==> src/cl_hello_world_consts.svh <==
`ifndef CL_HELLO_WORLD_CONSTS_SVH
`define CL_HELLO_WORLD_CONSTS_SVH

// Register map
`define HELLO_WORLD_REG_ADDR    32'h0000_0500
`define VLED_REG_ADDR           32'h0000_0504

// Returned for any address outside the map
`define UNIMPLEMENTED_REG_VALUE 32'hDEAD_DEAD

// AXI response codes
`define AXI_RESP_OKAY           2'b00

`endif

==> src/cl_hello_world_pkg.sv <==
package cl_hello_world_pkg;

  // ------------------------------------------------------------
  // AXI-Lite widths
  // ------------------------------------------------------------
  typedef logic [31:0] axil_addr_t;
  typedef logic [31:0] axil_data_t;
  typedef logic [1:0]  axil_resp_t;

  // Virtual LED and DIP switch vector
  typedef logic [15:0] led_vec_t;

  // Prescaler and main counter widths
  typedef logic [7:0]  tick_t;
  typedef logic [15:0] count_t;

  // ------------------------------------------------------------
  // Channel state machines
  // ------------------------------------------------------------
  typedef enum logic [1:0] {
    WR_IDLE,
    WR_DATA,
    WR_RESP
  } wr_state_t;

  typedef enum logic [1:0] {
    RD_IDLE,
    RD_DECODE,
    RD_RESP
  } rd_state_t;

endpackage

==> src/cl_hello_world.sv <==
module cl_hello_world (
  input  logic                          clk_main_a0,
  input  logic                          rst_main_n_sync,
  // AXI-Lite slave port
  input  logic                          awvalid,
  input  cl_hello_world_pkg::axil_addr_t awaddr,
  output logic                          awready,
  input  logic                          wvalid,
  input  cl_hello_world_pkg::axil_data_t wdata,
  output logic                          wready,
  output logic                          bvalid,
  output cl_hello_world_pkg::axil_resp_t bresp,
  input  logic                          bready,
  input  logic                          arvalid,
  input  cl_hello_world_pkg::axil_addr_t araddr,
  output logic                          arready,
  output logic                          rvalid,
  output cl_hello_world_pkg::axil_data_t rdata,
  output cl_hello_world_pkg::axil_resp_t rresp,
  input  logic                          rready,
  // Virtual switches and LEDs
  input  cl_hello_world_pkg::led_vec_t   vdip,
  output cl_hello_world_pkg::led_vec_t   vled,
  // Counter controls and status
  input  logic                          cnt_enable,
  input  logic                          cnt_load,
  input  logic                          cnt_clear,
  input  cl_hello_world_pkg::tick_t      tick_value,
  input  cl_hello_world_pkg::count_t     cnt_load_value,
  input  cl_hello_world_pkg::count_t     cnt_watermark,
  output logic                          tick,
  output logic                          cnt_ge_watermark,
  output cl_hello_world_pkg::tick_t      tick_cnt,
  output cl_hello_world_pkg::count_t     cnt
);
  import cl_hello_world_pkg::*;

  axil_data_t hello_q;
  led_vec_t   vled_q;
  logic       reg_wr;
  axil_addr_t reg_wr_addr;
  axil_data_t reg_wr_data;

  // ------------------------------------------------------------
  // Register block
  // ------------------------------------------------------------
  ocl_axil_slave u_slave (
    .clk_main_a0     (clk_main_a0),
    .rst_main_n_sync (rst_main_n_sync),
    .awvalid         (awvalid),
    .awaddr          (awaddr),
    .awready         (awready),
    .wvalid          (wvalid),
    .wdata           (wdata),
    .wready          (wready),
    .bvalid          (bvalid),
    .bresp           (bresp),
    .bready          (bready),
    .arvalid         (arvalid),
    .araddr          (araddr),
    .arready         (arready),
    .rvalid          (rvalid),
    .rdata           (rdata),
    .rresp           (rresp),
    .rready          (rready),
    .hello_q         (hello_q),
    .vled_q          (vled_q),
    .reg_wr          (reg_wr),
    .reg_wr_addr     (reg_wr_addr),
    .reg_wr_data     (reg_wr_data)
  );

  hello_world_reg u_hello (
    .clk_main_a0     (clk_main_a0),
    .rst_main_n_sync (rst_main_n_sync),
    .reg_wr          (reg_wr),
    .reg_wr_addr     (reg_wr_addr),
    .reg_wr_data     (reg_wr_data),
    .hello_q         (hello_q)
  );

  vled_shadow u_vled (
    .clk_main_a0     (clk_main_a0),
    .rst_main_n_sync (rst_main_n_sync),
    .hello_q         (hello_q),
    .vdip            (vdip),
    .vled_q          (vled_q),
    .vled            (vled)
  );

  // ------------------------------------------------------------
  // Free-standing tick counter
  // ------------------------------------------------------------
  tick_counter u_counter (
    .clk_main_a0      (clk_main_a0),
    .rst_main_n_sync  (rst_main_n_sync),
    .cnt_enable       (cnt_enable),
    .cnt_load         (cnt_load),
    .cnt_clear        (cnt_clear),
    .tick_value       (tick_value),
    .cnt_load_value   (cnt_load_value),
    .cnt_watermark    (cnt_watermark),
    .tick             (tick),
    .cnt_ge_watermark (cnt_ge_watermark),
    .tick_cnt         (tick_cnt),
    .cnt              (cnt)
  );

endmodule

==> src/hello_world_reg.sv <==
`include "cl_hello_world_consts.svh"

module hello_world_reg (
  input  logic                          clk_main_a0,
  input  logic                          rst_main_n_sync,
  input  logic                          reg_wr,
  input  cl_hello_world_pkg::axil_addr_t reg_wr_addr,
  input  cl_hello_world_pkg::axil_data_t reg_wr_data,
  output cl_hello_world_pkg::axil_data_t hello_q
);

  logic hello_we;

  // Writes to other addresses are dropped here
  assign hello_we = reg_wr && (reg_wr_addr == `HELLO_WORLD_REG_ADDR);

  always_ff @(posedge clk_main_a0) begin
    if (!rst_main_n_sync) begin
      hello_q <= '0;
    end else if (hello_we) begin
      hello_q <= reg_wr_data;
    end
  end

  hello_only_on_write: assert property (@(posedge clk_main_a0) disable iff (!rst_main_n_sync)
    !reg_wr |=> $stable(hello_q))
    else $error("hello register changed without a write strobe");

endmodule

==> src/ocl_axil_slave.sv <==
`include "cl_hello_world_consts.svh"

module ocl_axil_slave (
  input  logic                          clk_main_a0,
  input  logic                          rst_main_n_sync,
  // Write address channel
  input  logic                          awvalid,
  input  cl_hello_world_pkg::axil_addr_t awaddr,
  output logic                          awready,
  // Write data channel
  input  logic                          wvalid,
  input  cl_hello_world_pkg::axil_data_t wdata,
  output logic                          wready,
  // Write response channel
  output logic                          bvalid,
  output cl_hello_world_pkg::axil_resp_t bresp,
  input  logic                          bready,
  // Read address channel
  input  logic                          arvalid,
  input  cl_hello_world_pkg::axil_addr_t araddr,
  output logic                          arready,
  // Read data channel
  output logic                          rvalid,
  output cl_hello_world_pkg::axil_data_t rdata,
  output cl_hello_world_pkg::axil_resp_t rresp,
  input  logic                          rready,
  // Register side
  input  cl_hello_world_pkg::axil_data_t hello_q,
  input  cl_hello_world_pkg::led_vec_t   vled_q,
  output logic                          reg_wr,
  output cl_hello_world_pkg::axil_addr_t reg_wr_addr,
  output cl_hello_world_pkg::axil_data_t reg_wr_data
);
  import cl_hello_world_pkg::*;

  wr_state_t  wr_state;
  axil_addr_t wr_addr_q;
  rd_state_t  rd_state;
  axil_addr_t rd_addr_q;
  axil_data_t rd_mux;

  // ------------------------------------------------------------
  // Write channel
  // ------------------------------------------------------------
  always_ff @(posedge clk_main_a0) begin
    if (!rst_main_n_sync) begin
      wr_state <= WR_IDLE;
    end else begin
      case (wr_state)
        WR_IDLE:
          if (awvalid)
            wr_state <= WR_DATA;
        WR_DATA:
          if (wvalid)
            wr_state <= WR_RESP;
        WR_RESP:
          if (bready)
            wr_state <= WR_IDLE;
        default:
          wr_state <= WR_IDLE;
      endcase
    end
  end

  // Address is held for the whole data phase
  always_ff @(posedge clk_main_a0) begin
    if (awvalid && awready) begin
      wr_addr_q <= awaddr;
    end
  end

  assign awready = (wr_state == WR_IDLE);
  assign wready  = (wr_state == WR_DATA) && wvalid;
  assign bvalid  = (wr_state == WR_RESP);
  assign bresp   = `AXI_RESP_OKAY;

  // One-cycle write pulse on the data handshake
  assign reg_wr      = wready;
  assign reg_wr_addr = wr_addr_q;
  assign reg_wr_data = wdata;

  // ------------------------------------------------------------
  // Read channel
  // ------------------------------------------------------------
  always_ff @(posedge clk_main_a0) begin
    if (!rst_main_n_sync) begin
      rd_state <= RD_IDLE;
    end else begin
      case (rd_state)
        RD_IDLE:
          if (arvalid)
            rd_state <= RD_DECODE;
        RD_DECODE:
          rd_state <= RD_RESP;
        RD_RESP:
          if (rready)
            rd_state <= RD_IDLE;
        default:
          rd_state <= RD_IDLE;
      endcase
    end
  end

  always_ff @(posedge clk_main_a0) begin
    if (arvalid && arready) begin
      rd_addr_q <= araddr;
    end
  end

  // Hello value reads back byte-reversed
  always_comb begin
    case (rd_addr_q)
      `HELLO_WORLD_REG_ADDR: rd_mux = {hello_q[7:0], hello_q[15:8],
                                       hello_q[23:16], hello_q[31:24]};
      `VLED_REG_ADDR:        rd_mux = {16'h0000, vled_q};
      default:               rd_mux = `UNIMPLEMENTED_REG_VALUE;
    endcase
  end

  // Data loads once at the end of decode and then holds
  always_ff @(posedge clk_main_a0) begin
    if (rd_state == RD_DECODE) begin
      rdata <= rd_mux;
    end
  end

  assign arready = (rd_state == RD_IDLE);
  assign rvalid  = (rd_state == RD_RESP);
  assign rresp   = `AXI_RESP_OKAY;

  // ------------------------------------------------------------
  // Handshake checks
  // ------------------------------------------------------------
  bvalid_held: assert property (@(posedge clk_main_a0) disable iff (!rst_main_n_sync)
    bvalid && !bready |=> bvalid)
    else $error("bvalid dropped before bready");

  rdata_held: assert property (@(posedge clk_main_a0) disable iff (!rst_main_n_sync)
    rvalid && !rready |=> rvalid && $stable(rdata))
    else $error("rdata changed while rvalid was stalled");

endmodule

==> src/tick_counter.sv <==
module tick_counter (
  input  logic                       clk_main_a0,
  input  logic                       rst_main_n_sync,
  input  logic                       cnt_enable,
  input  logic                       cnt_load,
  input  logic                       cnt_clear,
  input  cl_hello_world_pkg::tick_t  tick_value,
  input  cl_hello_world_pkg::count_t cnt_load_value,
  input  cl_hello_world_pkg::count_t cnt_watermark,
  output logic                       tick,
  output logic                       cnt_ge_watermark,
  output cl_hello_world_pkg::tick_t  tick_cnt,
  output cl_hello_world_pkg::count_t cnt
);
  import cl_hello_world_pkg::*;

  logic   cnt_enable_q;
  logic   cnt_load_q;
  logic   cnt_clear_q;
  tick_t  tick_value_q;
  count_t cnt_load_value_q;
  count_t cnt_watermark_q;
  logic   wrap;
  tick_t  tick_cnt_nxt;
  count_t cnt_nxt;

  // Input stage for all controls
  always_ff @(posedge clk_main_a0) begin
    if (!rst_main_n_sync) begin
      cnt_enable_q     <= 1'b0;
      cnt_load_q       <= 1'b0;
      cnt_clear_q      <= 1'b0;
      tick_value_q     <= '0;
      cnt_load_value_q <= '0;
      cnt_watermark_q  <= '0;
    end else begin
      cnt_enable_q     <= cnt_enable;
      cnt_load_q       <= cnt_load;
      cnt_clear_q      <= cnt_clear;
      tick_value_q     <= tick_value;
      cnt_load_value_q <= cnt_load_value;
      cnt_watermark_q  <= cnt_watermark;
    end
  end

  // ------------------------------------------------------------
  // Prescaler and main counter
  // ------------------------------------------------------------
  assign wrap = cnt_enable_q && (tick_cnt >= tick_value_q);

  always_comb begin
    tick_cnt_nxt = tick_cnt;
    cnt_nxt      = cnt;
    if (cnt_clear_q) begin
      tick_cnt_nxt = '0;
      cnt_nxt      = '0;
    end else begin
      if (cnt_enable_q)
        tick_cnt_nxt = wrap ? tick_t'(0) : tick_t'(tick_cnt + 1'b1);
      // Load wins over the wrap increment
      if (cnt_load_q)
        cnt_nxt = cnt_load_value_q;
      else if (wrap)
        cnt_nxt = cnt + 1'b1;
    end
  end

  // Flags follow the updated counts at the same edge
  always_ff @(posedge clk_main_a0) begin
    if (!rst_main_n_sync) begin
      tick_cnt         <= '0;
      cnt              <= '0;
      tick             <= 1'b0;
      cnt_ge_watermark <= 1'b0;
    end else begin
      tick_cnt         <= tick_cnt_nxt;
      cnt              <= cnt_nxt;
      tick             <= (tick_cnt_nxt >= tick_value_q);
      cnt_ge_watermark <= (cnt_nxt >= cnt_watermark_q);
    end
  end

  tick_cnt_bounded: assert property (@(posedge clk_main_a0) disable iff (!rst_main_n_sync)
    (cnt_enable_q || cnt_clear_q) ##1 $stable(tick_value_q) |-> tick_cnt <= tick_value_q)
    else $error("prescaler count ran past tick_value");

endmodule

==> src/vled_shadow.sv <==
module vled_shadow (
  input  logic                          clk_main_a0,
  input  logic                          rst_main_n_sync,
  input  cl_hello_world_pkg::axil_data_t hello_q,
  input  cl_hello_world_pkg::led_vec_t   vdip,
  output cl_hello_world_pkg::led_vec_t   vled_q,
  output cl_hello_world_pkg::led_vec_t   vled
);
  import cl_hello_world_pkg::*;

  led_vec_t vdip_q1;
  led_vec_t vdip_q2;

  // ------------------------------------------------------------
  // LED shadow of the hello register low half
  // ------------------------------------------------------------
  always_ff @(posedge clk_main_a0) begin
    if (!rst_main_n_sync) begin
      vled_q <= '0;
    end else begin
      vled_q <= hello_q[15:0];
    end
  end

  // ------------------------------------------------------------
  // DIP switch synchronizer and masked LED output
  // ------------------------------------------------------------
  always_ff @(posedge clk_main_a0) begin
    if (!rst_main_n_sync) begin
      vdip_q1 <= '0;
      vdip_q2 <= '0;
    end else begin
      vdip_q1 <= vdip;
      vdip_q2 <= vdip_q1;
    end
  end

  // Switches act as a per-bit enable on the LEDs
  always_ff @(posedge clk_main_a0) begin
    if (!rst_main_n_sync) begin
      vled <= '0;
    end else begin
      vled <= vled_q & vdip_q2;
    end
  end

endmodule
==> config.mk <==
export PLATFORM = sky130hd
export DESIGN_NAME = cl_hello_world
export DESIGN_NICKNAME = d
export VERILOG_FILES = /design/src/cl_hello_world_pkg.sv /design/src/cl_hello_world.sv /design/src/hello_world_reg.sv /design/src/ocl_axil_slave.sv /design/src/tick_counter.sv /design/src/vled_shadow.sv
export VERILOG_INCLUDE_DIRS = /design/src
export SDC_FILE = /design/constraint.sdc
export NUM_CORES = 1
export LEC_CHECK = 0
export BUFFER_PORTS_ARGS = -buffer_cell sky130_fd_sc_hd__buf_2
export CAP_MARGIN = 30
export CORE_MARGIN = 1
export CORE_UTILIZATION = 40
export CTS_BUF_LIST = sky130_fd_sc_hd__clkbuf_4 sky130_fd_sc_hd__clkbuf_8 sky130_fd_sc_hd__clkbuf_16
export DETAILED_ROUTE_END_ITERATION = 6
export PLACE_DENSITY_LB_ADDON = 0.3
export SKIP_CTS_REPAIR_TIMING = 1
export SLEW_MARGIN = 30
export SYNTH_ARGS = -nofsm -noshare
export SYNTH_HDL_FRONTEND = slang
export SYNTH_SLANG_ARGS = --single-unit
==> constraint.sdc <==
create_clock -name clk_main_a0 -period 3.9 [get_ports clk_main_a0]
set_clock_uncertainty 0.2 [all_clocks]
set_input_delay 0.195 -clock clk_main_a0 [delete_from_list [all_inputs] [get_ports clk_main_a0]]
set_output_delay 0.195 -clock clk_main_a0 [all_outputs]
set_load 0.02 [all_outputs]
== Yosys cells after proc, flatten, opt, wreduce, memory -nomap -nowiden ==
Index checks and enable logic that the tools add are counted.

* Flip-flop bits (word level): 265
* Bits in latches: 0
* RAM bits: 0
* Memory bits (read-only): 0
* Bits of input ports: 162
* Output and inout port bits: 83
* Logic and storage cells: 61
* Memories: 0

* $add $sub $neg: 2
* $mul: 0
* Divide/modulo/power cells: 0
* $lt $le $gt $ge: 3
* Equality and inequality tests: 12
* Shifts and indexed selects: 0
* Mux-type cells: 14
* Bitwise logic cells: 1
* Reductions and logical operators: 9

{| class="wikitable"
|+ Operators with widths
! cell !! count
|-
| $eq 32x11->1 const B || 3
|-
| $pmux 32 s2 || 1
|-
| $mux 16 || 3
|-
| $mux 8 || 3
|-
| $add 16x1->16 const B || 1
|-
| $and 16x16->16 || 1
|-
| $ge 16x16->1 || 1
|-
| $ge 8x8->1 || 2
|-
| $pmux 2 s3 || 2
|-
| $mux 2 || 5
|-
| $add 8x1->8 const B || 1
|-
| $ne 2x2->1 const B || 3
|-
| $logic_and 1x1->1 || 5
|-
| $eq 2x1->1 const B || 2
|-
| $eq 2x2->1 const B || 2
|-
| $logic_not 2->1 || 2
|-
| $ne 2x1->1 const B || 2
|-
| $reduce_and 3->1 || 1
|-
| $reduce_and 2->1 || 1
|}

== Logic depth before layout (Yosys ltp) ==
Gate-level depths: netlist of run 1.

* Depth after elaboration: 6
* Mapped depth: 15
* Depth with buffers taken out: 15

== By module ==
A second synthesis of run 1 with hierarchy kept.

* Cell total of the unflattened synthesis: 916
* Area, all modules: 10741.6 um^2

{| class="wikitable"
|+ Modules (own cells, without submodules)
! module !! instances !! cells each !! area an instance (um^2) !! seq. area each (um^2)
|-
| ocl_axil_slave || 1 || 238 || 4115.2 || 2962.8
|-
| tick_counter || 1 || 377 || 3320.7 || 1381.3
|-
| vled_shadow || 1 || 134 || 1729.2 || 1281.2
|-
| hello_world_reg || 1 || 167 || 1576.5 || 640.6
|}

== Least setup slack after synthesis of run 1 ==
OpenSTA, ideal clock, no wires.

* Path kind: reg-to-reg
* Start point: register u_counter.tick_cnt[0]
* End point: register u_counter.tick
* Setup time: 129 ps
* Data arrival time: 3127 ps
* Data required time: 3571 ps
* Path slack: 444 ps
* Stages on the path, launching flop included: 16
* Path buffers: 0
* Clock period less this slack: 3456 ps
* Cells stage by stage: dfxtp_1 > inv_1 > ha_1 > nand2b_4 > a2111oi_4 > nor3_2 > or4_1 > o21ai_2 > nand2_1 > ha_1 > inv_1 > a21boi_0 > o21ai_0 > a21oi_1 > a2111oi_0 > nor2_1

* Cells in the longest elaborated chain, start to end: 6
* Elaborated cells on any way between the ends: 7
* Classes of those cells: 1 x add/sub; 2 x order compare; 3 x mux; 1 x reduce/logical

{| class="wikitable"
|+ RTL lines
! what !! RTL line !! text
|-
| start: declaration || tick_counter.sv:12 || <nowiki>output cl_hello_world_pkg::tick_t tick_cnt,</nowiki>
|-
| start signal: assignment || tick_counter.sv:76 || <nowiki>tick_cnt <= tick_cnt_nxt;</nowiki>
|-
| $ge 8x8->1 || tick_counter.sv:49 || <nowiki>assign wrap = cnt_enable_q && (tick_cnt >= tick_value_q);</nowiki>
|-
| $logic_and 1x1->1 || tick_counter.sv:49 ||
|-
| $mux 8 || tick_counter.sv:59 || <nowiki>tick_cnt_nxt = wrap ? tick_t'(0) : tick_t'(tick_cnt + 1'b1);</nowiki>
|-
| $mux 8 * || tick_counter.sv:58 || <nowiki>if (cnt_enable_q)</nowiki>
|-
| $mux 8 * || tick_counter.sv:54 || <nowiki>if (cnt_clear_q) begin</nowiki>
|-
| $ge 8x8->1 * || tick_counter.sv:78 || <nowiki>tick <= (tick_cnt_nxt >= tick_value_q);</nowiki>
|-
| end signal: assignment || tick_counter.sv:78 ||
|-
| end: declaration || tick_counter.sv:10 || <nowiki>output logic tick,</nowiki>
|}

Every way passes the cells marked *; elsewhere a longest branch is shown, timed or not.
A chain may end at the register's enable or synchronous reset.

== Worst setup path in the final report of run 1 ==
Same ends and word-level chain as after synthesis.

==> results of run 1 <==
[report_power, final]
group / leakage, nW / total, mW / internal, mW / switching, mW
clock network: 0.512 / 2.89 / 1.81 / 1.08
registers: 2.26 / 3.02 / 2.98 / 0.0424
logic: 3.20 / 0.510 / 0.272 / 0.238
total: 5.97 / 6.42 / 5.06 / 1.36
[how the worst max path moves through the flow]
stage	start	endpoint	slack [ns]
after floorplan	u_counter.tick_cnt[0]	u_counter.tick	0.44
after global placement	u_counter.tick_cnt[0]	u_counter.cnt_ge_watermark	0.45
after detailed placement	u_counter.tick_cnt[0]	u_counter.tick	0.39
after CTS	u_counter.tick_cnt[0]	u_counter.cnt_ge_watermark	0.37
after global routing	u_counter.tick_cnt[0]	u_counter.cnt_ge_watermark	0.05
final	u_counter.tick_cnt[0]	u_counter.tick	0.41
[flip-flops by register name, indices dropped and copies added (netlist names), 8 cells and up]
signal	cells
u_slave.rd_addr_q	32
u_hello.hello_q	32
u_counter.cnt_load_value_q	16
u_slave.rdata	32
u_vled.vled	16
u_counter.tick_cnt	8
u_vled.vdip_q1	16
u_counter.cnt	16
u_vled.vdip_q2	16
u_slave.reg_wr_addr	32
u_counter.tick_value_q	8
u_counter.cnt_watermark_q	16
u_vled.vled_q	16
[layout by cell type, fill, tap and decap left out, types with 34 or more instances in the layout]
cell,n
buf_2,239
dfxtp_1,169
dlygate4sd3_1,161
and2_1,100
edfxtp_1,96
nor2_1,45
mux2i_1,39
nor2b_1,39
inv_1,38
nand2_1,36
ha_1,34
[logic make-up after synthesis]
kind of cell / count (synthesis) / share of synthesized area
other: 1 / 0.000377
xor gates and xnor gates: 19 / 0.0167
and+or+nand+nor: 303 / 0.172
DFF: 265 / 0.630
AOI/OAI and AO/OA: 95 / 0.0641
adders and majority gates: 34 / 0.0428
muxes: 40 / 0.0404
buffers and inverters: 76 / 0.0334
[per-stage QoR]
step / worst slack [ns] / utilization
floorplan: 0.444 / -
global placement: 0.450 / 0.472
detailed placement: 0.393 / 0.473
CTS: 0.373 / 0.515
global route: 0.0455 / 0.582
finish: 0.410 / 0.582
[layout make-up]
class	count	area [um2]	share of cell area
tap	324	405	0.0286
multi-input combinational	495	3370	0.238
sequential	265	6270	0.443
clock inverter	11	159	0.0112
antenna	2	5.00	0.000354
timing repair buffer	414	2930	0.207
clock buffer	41	870	0.0614
inverter	39	146	0.0103
[layer usage]
metal  part of all wire  track usage  wire (um)
met1               0.43        0.205      10500
met2               0.49        0.282      12000
met3              0.053       0.0395       1310
met4              0.031       0.0581        773
met5                  0            0          0
[worst max-delay path, stage by stage, from the launching register on]
cell	delay, ns
dfxtp_1	0.41
inv_1	0.10
ha_1	0.30
nand2b_4	0.15
a2111oi_4	0.40
nor3_2	0.09
or4_1	0.49
o21ai_2	0.08
nand2_1	0.07
ha_1	0.30
inv_1	0.05
a21boi_0	0.07
o21ai_0	0.15
a21oi_1	0.08
a2111oi_0	0.35
nor2_1	0.08
==> results.md, run 1 <==
STA:
- For the pin with the worst max-slew slack, the measured transition is roughly 0.8 ns.
- The final max-slew violation count was 0.
- Setup repair after global routing left no endpoint under its margin.
- The tightest slew margin relative to the limit is 0.463.
- Hold timing on the final database bottoms out at a slack of -0.00252 ns.
- The minimum clock period is ~3.5 ns.
- Setup total negative slack on the finished layout was measured at 0 ns.
- The number of hold violations in the final report is 1.
- In the finished design, the share of the clock period the worst path needs comes to 0.895.
- The timing-limited maximum frequency is 287 MHz.
- The number of endpoints failing setup at the final stage is 0.

Floorplanning:
- For this configuration, the core starts out at a cell density of 0.409.
- The die is 160 um tall.
- The number of top-level design ports is 245.
- The die covers 0.0255 mm2.
- The core footprint is 0.0243 mm2.
- The number of placement rows is 57.
- The die width is between 150 and 200 um.

Worst hold path:
- The min-delay analysis places its worst path in the category input pin to flop.
- Counting instances, the worst hold path has a depth of 2.
- In this run the most critical hold path is launched from rst_main_n_sync.
- The path with the worst hold slack has its endpoint at u_counter.cnt[7].

Clock tree:
- The worst-skew pair later-pin latency is 0.53 ns.
- The maximum clock path buffer count is 3.
- The TritonCTS buffer count is 28.
- The clock tree from TritonCTS is done.
- The clock sink total is 265.
- The root buffer cell chosen for the clock tree is clkbuf_16.
- The clock slew at the register clock pins of the worst setup and hold paths is 0.06 ns.
- In this run the number of H-tree levels came out at 1.

Synth:
- The register area share after synthesis is 0.630.
- The share of the synthesized area in the top cell type is 0.340.
- The Yosys step of the flow raised 0 warnings.
- In the synthesized netlist the dominant register cell turns out to be dfxtp_1.
- The proportion of synthesized flip-flops having asynchronous set or reset is 0.
- Each instance of the synthesized netlist takes up on average between 10 and 15 um2.
- The library cell with the highest instance count after synthesis is dfxtp_1.
- The gate count of the mapped netlist is 833.
- The mapped netlist covers 0.00994 mm2.
- After synthesis, the cell types taking the most area are dfxtp_1 (34%), edfxtp_1 (29%), and2_1 (6.3%).
- The number of synthesized flops with an enable pin is 96.
- The synthesis-stage register bit count is 265.
- The commonest cells after synthesis are dfxtp_1 (169), and2_1 (100), edfxtp_1 (96), nor2_1 (45), nor2b_1 (40).
- The largest total area in the synthesized netlist belongs to dfxtp_1.
- The count of unique library cells instantiated by Yosys is 51.

Worst setup path:
- The critical path arrival is about 3.7 ns.
- For the worst setup path, the data required time is 4.11 ns.
- Measured in cells, the most critical reg-to-reg path has a length of 15.
- The endpoint type of the worst setup path is a flop.
- The largest fanout on the critical path is 6.
- The category of the critical setup timing path is flop to flop.
- STA classifies the critical path startpoint as a flop.
- In this run the critical register-to-register path is launched from u_counter.tick_cnt[0].
- The worst register-to-register path ends at u_counter.tick.
- The setup check on the worst reg-to-reg path leaves a slack of 0.41 ns.

Drt:
- The first TritonRoute pass finished after 4 iterations.
- For this block, the routed nets add up to 24.6 mm of wire.
- The per-cell via count in the routed design is 4.62.
- The mean routed wirelength per cell is roughly 15 um.
- The routed layout has 7,354 vias.
- After detailed routing, the number of remaining DRC violations is 0.
- The violation count after the first detailed-route iteration is 349.
- The number of routed nets with antenna violations is 0.

Final layout:
- The final non-filler cell area is 0.0142 mm2.
- The proportion of layout cells with a drive suffix above 1 is 0.248.
- The count of nets after finishing is 1,439.
- The fill cell instance count of the final layout is between 1,500 and 2,000.
- The count of non-filler cells in the finished layout is 1,591.
- The area growth from synthesis to layout is 42.4%.

Flow run:
- Across the run, the number of max-cap violations was 0.

Status:
- The run finished, with violations left.
- The checks that failed: hold timing.

GRT:
- After global routing the overflow that remains totals 0.
- The first global-routing pass estimated 33.4 mm of wire.
- The number of antenna violations at the first check in global routing is 2.
- The via count of the first global-routing pass is 6,451.
- The global-route usage over all layers is 0.166.
- The pin count of the biggest net entering global routing is slightly above 80.

Power and ir drop:
- Power spread over the standard cell area amounts to approximately 450 mW/mm2.
- Summing internal, switching and leakage power gives 6.42 mW.
- The analysis attributes to cell leakage a power of 5.97 nW.
- The worst-case IR drop observed on VDD is 0.405 mV.

Place:
- The placed instance area is around 0.012 mm2.
- The global placer's final weighted congestion is 0.890.
- The number of placed instances, taps included, is 1,376.
- The wire-length estimate of the detail-placed layout is 15.3 mm.
- The count of buffers added on input and output ports is 240.
Power figures use the tool's default switching activity.
==> inputs of run 2 (changes only) <==
Settings changed: CTS_BUF_LIST sky130_fd_sc_hd__clkbuf_4 sky130_fd_sc_hd__clkbuf_8 sky130_fd_sc_hd__clkbuf_16 to not set, SETUP_SLACK_MARGIN set to 0.5.
==> results.md, run 2 (synthesis gave the netlist of run 1 again) <==
Status:
- The flow ran to the end, and the final reports show no timing, DRC or antenna violations.

Floorplanning:
- After floorplanning, the core was divided into between 50 and 60 placement rows.
- The core footprint is 0.0243 mm2.
- In this run the count of I/O pins placed on the die edge is 245.
- The initial utilization of the core area, before any placement, comes to 0.409.
- From bottom edge to top edge, the die measures between 150 and 200 um.
- The die area is 0.0255 mm2.
- From left edge to right edge, the die measures around 160 um.

Final layout:
- Relative to the synthesized area, the layout overhead comes to 43.5%.
- Of the cells placed in the final design, the portion with a size suffix greater than 1 is 0.265.
- The final layout contains 1,444 nets.
- In the layout the commonest cells are buf_2 (240), dfxtp_1 (163), dlygate4sd3_1 (162).
- The post-layout utilization of the core is 0.586.
- After routing the design area is around 0.014 mm2.
- The leading cell type in the layout, fill and taps excluded is buf_2.
- The fill cell instance count of the final layout is 1,955.
- Leaving out filler cells and counting taps, the final layout contains 1,595.

STA:
- The aggregate negative setup slack is 0 ns.
- Headroom to the max-slew limit came out at 0.501.
- The number of hold violations in the final report came to 0.
- The final max-slew violation count was 0.
- The timing-limited maximum frequency is 305 MHz.
- The tightest hold path in the finished design has a slack of 0.179 ns.
- Across all setup checks in the final design, the least slack found is a little over 0.6 ns.
- In the finished design, the share of the clock period the worst path needs comes to 0.840.
- Setup repair after global routing could not meet its margin everywhere.
- After layout, the minimum clock period comes to 3.28 ns.
- For the pin with the worst max-slew slack, the measured transition is 0.748 ns.
- Setup violations remaining at the end of the flow were counted as 0.

Worst setup path:
- On the worst path, the slowest cell contributes a delay of 0.33 ns.
- The worst setup path is launched from a flop.
- STA classifies the critical path endpoint as a flop.
- The critical path goes through inv_1 > ha_4 > nand4_1 > or2_4 > buf_4 > o32ai_4 > nand2_2 > xnor2_2 > o211a_1 > ha_1 > o21a_1 > o211ai_1 > a211oi_2 > o21ai_1 > a21boi_1.
- STA puts the critical path data required time at 4.12 ns.
- The critical path in this run is classified as flop to flop.
- The library cell contributing the largest single delay on the critical path is o32ai_4.
- The largest fanout on the critical path is 4.
- The critical path arrival is 3.49 ns.

GRT:
- The pin count of the biggest net entering global routing is 93.
- The global-route usage over all layers is 0.166.
- The first global-routing pass estimated 33.7 mm of wire.
- The total overflow left after global routing is 0.
- The via count of the first global-routing pass is 6,504.
- The number of antenna violations at the first check in global routing is 2.

Flow run:
- The tool flagged a number of max-cap violations equal to 0.

Clock tree:
- CTS saw 265 sinks.
- The maximum clock path buffer count is 3.
- The root buffer cell chosen for the clock tree is clkbuf_16.
- TritonCTS built the clock tree.
- CTS built an H-tree with a depth of 1.
- After clock tree synthesis, the clock-pin slew on the worst setup and hold paths is 0.06 ns.
- At the later pin of the worst-skew pair, clock insertion delay measures 0.53 ns.
- TritonCTS created 27 clock buffers.

Power and ir drop:
- Cell internal power was estimated by the tool at approximately 4.9 mW.
- Of the total power, the share spent switching nets is 0.217.
- The final total power is 6.20 mW.
- The cell leakage power is 5.96 nW.
- The share of total power dissipated in sequential elements is 0.488.
- Summed over all nets, the switching power comes to 1.34 mW.
- The share of total power dissipated in the clock network is 0.426.
- The worst-case vdd ir drop is around 0.36 mV.
- The share of power burned in combinational logic is 0.087.
- For this design the ratio of total power to cell area is 435 mW/mm2.

Place:
- At the placement stage, the worst setup path has a slack of ~0.42 ns.
- The global placer's final weighted congestion is 0.843.
- Port buffering added between 200 and 250 buffers.
- The placed instance area is approximately 0.011 mm2.
- Detailed placement finished with a half-perimeter wire length of 15.4 mm.
- The count of placed standard cells including taps is 1,375.

Drt:
- Using the TritonRoute via totals, the vias-per-cell ratio works out to 4.65.
- Summing over every cut layer, the via total after detailed routing is 7,414.
- In this run the remaining antenna-violating nets after routing total 0.
- The DRC violation count after routing is 0.
- For this run, the detailed router's first-pass iteration total came to 5.
- The first routing iteration left 303 violations.
- For this block, the routed nets add up to ~25 mm of wire.
- In the final routed layout, each cell accounts on average for 15.5 um.

Worst hold path:
- The worst hold path belongs to the class input pin to flop.
==> run 2: power by group through the flow <==
stage	Sequential, mW	Combinational [mW]	Clock [mW]
3_3_place_gp	3.08	0.369	0
4_1_cts	3.02	0.380	2.70
5_1_grt	3.03	0.583	2.81
2_1_floorplan	3.09	0.193	0
6_report	3.02	0.536	2.64
3_5_place_dp	3.08	0.378	0
==> run 2: per-layer routing <==
metal	GRT usage	share of wire	vias up
met3	0.0400	0.047	46
met5	0	0	-
met4	0.0476	0.028	0
met2	0.284	0.50	215
li1	-	-	3707
met1	0.209	0.43	3446
==> run 2: final cells by class <==
type                       count  area, um2  area share
timing repair buffer         420       2980       0.209
clock inverter                 6       90.1     0.00632
sequential                   265       6280       0.440
inverter                      39        146      0.0103
antenna                        2       5.00    0.000351
tap                          324        405      0.0284
multi-input combinational    495       3520       0.247
clock buffer                  44        832      0.0583
==> run 2: worst paths after layout <==
path                                           startpoint                         end  slack (ns)  cells past startpoint
worst max-delay path            u_counter.tick_value_q[6]  u_counter.cnt_ge_watermark        0.62                     15
worst min-delay path                           awaddr[21]     u_slave.reg_wr_addr[21]        0.18                      2
worst max register to register  u_counter.tick_value_q[6]  u_counter.cnt_ge_watermark        0.62                     15
worst min register to register         u_vled.vdip_q1[12]          u_vled.vdip_q2[12]        0.23                      1
==> run 2: critical path, delay by kind of cell, from the launching register on <==
kind / cells / cell delay, ns
buffers and inverters: 2 / 0.21
adder cells (fa/ha/maj): 2 / 0.54
flip-flops: 1 / 0.31
XOR/XNOR: 1 / 0.16
AND/OR/NAND/NOR: 3 / 0.53
AO/OA/AOI/OAI: 7 / 1.22
==> inputs of run 3 (changes only) <==
Clock period 3.9 ns to 3.42 ns, I/O delays scaled along.
==> results.md, run 3 (synthesis gave the netlist of run 1 again) <==
Status:
- The flow ran to the end, and the final reports show no timing, DRC or antenna violations.

Drt:
- The routed layout has 7,689 vias.
- Dividing the detail-routed via count by the number of cells gives 4.73.
- The number of iterations in the first detailed-routing pass is 4.
- The number of routed nets with antenna violations is 0.
- The violation count after the first detailed-route iteration is between 300 and 400.
- The final layout contains routed wiring with a total length of ~26 mm.
- The DRC violation count after routing is 0.
- The mean routed wirelength per cell is 15.8 um.

Flow run:
- The count of maximum capacitance violations is 0.

STA:
- The transition time of the tightest slew-check pin is 0.651 ns.
- Setup violations remaining at the end of the flow were counted as 0.
- The timing-limited maximum frequency is around 300 MHz.
- The share of the clock period used by the worst path is 0.968.
- Setup repair after global routing could not meet its margin everywhere.
- The hold slack is 0.138 ns.
- The routed design could run at a clock period as short as 3.31 ns.
- The number of hold violations in the final report came to 0.
- The worst pin sits at a relative slew slack of 0.566.
- The final max-slew violation count was 0.

Floorplanning:
- The starting density of the core is 0.409.
- The core footprint is 0.0243 mm2.
- The die height is 160 um.
- The number of top-level design ports is 245.
- From left edge to right edge, the die measures 160 um.
- The die area is roughly 0.025 mm2.
- The initialized floorplan defines between 50 and 60 standard-cell rows.

Worst hold path:
- The worst hold path depth is 2.
- The worst-case hold path end point is u_slave.rd_addr_q[25].
- The worst hold path begins at araddr[25].
- The tightest min-delay check is of the input pin to flop type.

Final layout:
- At the end of the flow the core is filled with cells to 0.601.
- After routing the design area is 0.0146 mm2.
- The multi-input combinational cell area is 0.00349 mm2.
- The top cell types in the final layout, fill and taps aside, are buf_2 (239), dlygate4sd3_1 (188), dfxtp_1 (161).
- The library cell used most frequently in the layout, excluding fill and tap cells, is buf_2.
- The layout-stage area growth over the synthesis result is 47.1%.
- Of the cells placed in the final design, the portion with a size suffix greater than 1 is 0.264.
- The sequential cells in the finished layout cover a total of 0.00629 mm2.
- After the flow finishes, the layout carries non-filler instances totaling 1,626.
- The count of nets after finishing is 1,474.
- The layout has 1,905 filler cells.

GRT:
- The pin count of the biggest net entering global routing is between 70 and 80.
- The via count of the first global-routing pass was 6,590.
- The number of antenna violations at the first check in global routing is 2.
- The first global-routing pass estimated between 30 and 40 mm of wire.
- The global-route usage over all layers is 0.171.
- The residual overflow from global routing is 0.

Clock tree:
- TritonCTS built the clock tree.
- At the later pin of the worst-skew pair, clock insertion delay measures 0.55 ns.
- Clock tree synthesis found a total of 265 sinks.
- The maximum clock path buffer count is 3.
- In this run the clock root is driven by a clkbuf_16.
- Counting the buffers created by CTS gives 28.
- The clock slew at the register clock pins of the worst setup and hold paths is ~0.060 ns.
- The number of levels the H-tree was split into is 1.

Power and ir drop:
- The total power density per cell area is just over 500 mW/mm2.
- The final total power is 7.37 mW.
- VDD sags by at most 0.450 mV.
- The cell leakage power is about 6 nW.

Worst setup path:
- The register-to-register setup slack is 0.11 ns.
- The endpoint identified for the worst register-to-register timing path is u_counter.cnt_ge_watermark.
- The worst setup path is captured at a flop.
- The required time reported for the critical path endpoint is 3.64 ns.
- Data arrives at the worst endpoint at ~3.5 ns.
- The number of cells on the worst reg-to-reg path is 15.
- The startpoint identified for the worst register-to-register timing path is u_counter.tick_cnt[0].
- The startpoint type of the worst setup path is a flop.
- The largest fanout on the critical path is 7.
- The category of the critical setup timing path is flop to flop.

Place:
- Routability-driven placement finished with a final weighted congestion of 0.854.
- The placed instance area is 0.0116 mm2.
- Port buffering added between 200 and 250 buffers.
- The HPWL after detailed placement is 15.7 mm.
- Once placement completed, the tool counted placed cells totaling 1,379.
## run 3: how the worst max path moves through the flow
stage	slack [ns]	to	depth (start not counted)	from
final	0.11	u_counter.cnt_ge_watermark	15	u_counter.tick_cnt[0]
after global routing	-0.05	u_counter.cnt_ge_watermark	15	u_counter.tick_cnt[0]
after CTS	0.1	u_counter.cnt_ge_watermark	15	u_counter.tick_value_q[6]
after detailed placement	0.13	u_counter.tick	15	u_counter.tick_cnt[0]
after global placement	0.17	u_counter.cnt_ge_watermark	14	u_counter.tick_value_q[6]
after floorplan	0.38	u_counter.tick	15	u_counter.tick_cnt[0]
## run 3: per-layer routing
layer  vias up  global-route usage  part of all wire
met2       238               0.287              0.49
met4         0              0.0538             0.031
met1      3620               0.213              0.42
li1       3775                   -                 -
met3        56              0.0449             0.060
met5         -                   0                 0
## run 3: power breakdown
| group | total (mW) | switching [mW] | internal (mW) |
|---|---|---|---|
| clock | 3.28 | 1.26 | 2.02 |
| combinational | 0.643 | 0.297 | 0.346 |
| sequential | 3.44 | 0.0470 | 3.39 |
## run 3: worst max-delay path, stage by stage, from the launching register on
cell and delay (ns):
dfxtp_4 0.35, inv_4 0.06, ha_4 0.18, nand2b_4 0.14
a2111oi_4 0.37, buf_4 0.18, nor3_4 0.06, buf_4 0.16
o21ai_0 0.19, mux2_2 0.38, nor3_1 0.27, ha_1 0.30
o211ai_1 0.11, a211oi_2 0.06, o21ai_1 0.12, a21boi_1 0.07
## run 3: through the flow
| stage | setup slack [ns] | TNS (ns) |
|---|---|---|
| final | 0.110 | 0 |
| after global routing | -0.0532 | -0.0532 |
| after CTS | 0.0996 | 0 |
| after detailed placement | 0.128 | 0 |
| after global placement | 0.169 | 0 |
| after floorplan | 0.375 | 0 |
## run 3: cell type report
class	instances	area share
clock inverters	11	0.00967
repair buffers	449	0.223
clock buffers	41	0.0604
inverters	39	0.0102
diodes	2	0.000342
multi-input cells	495	0.239
flip-flops and latches	265	0.430
well taps	324	0.0277
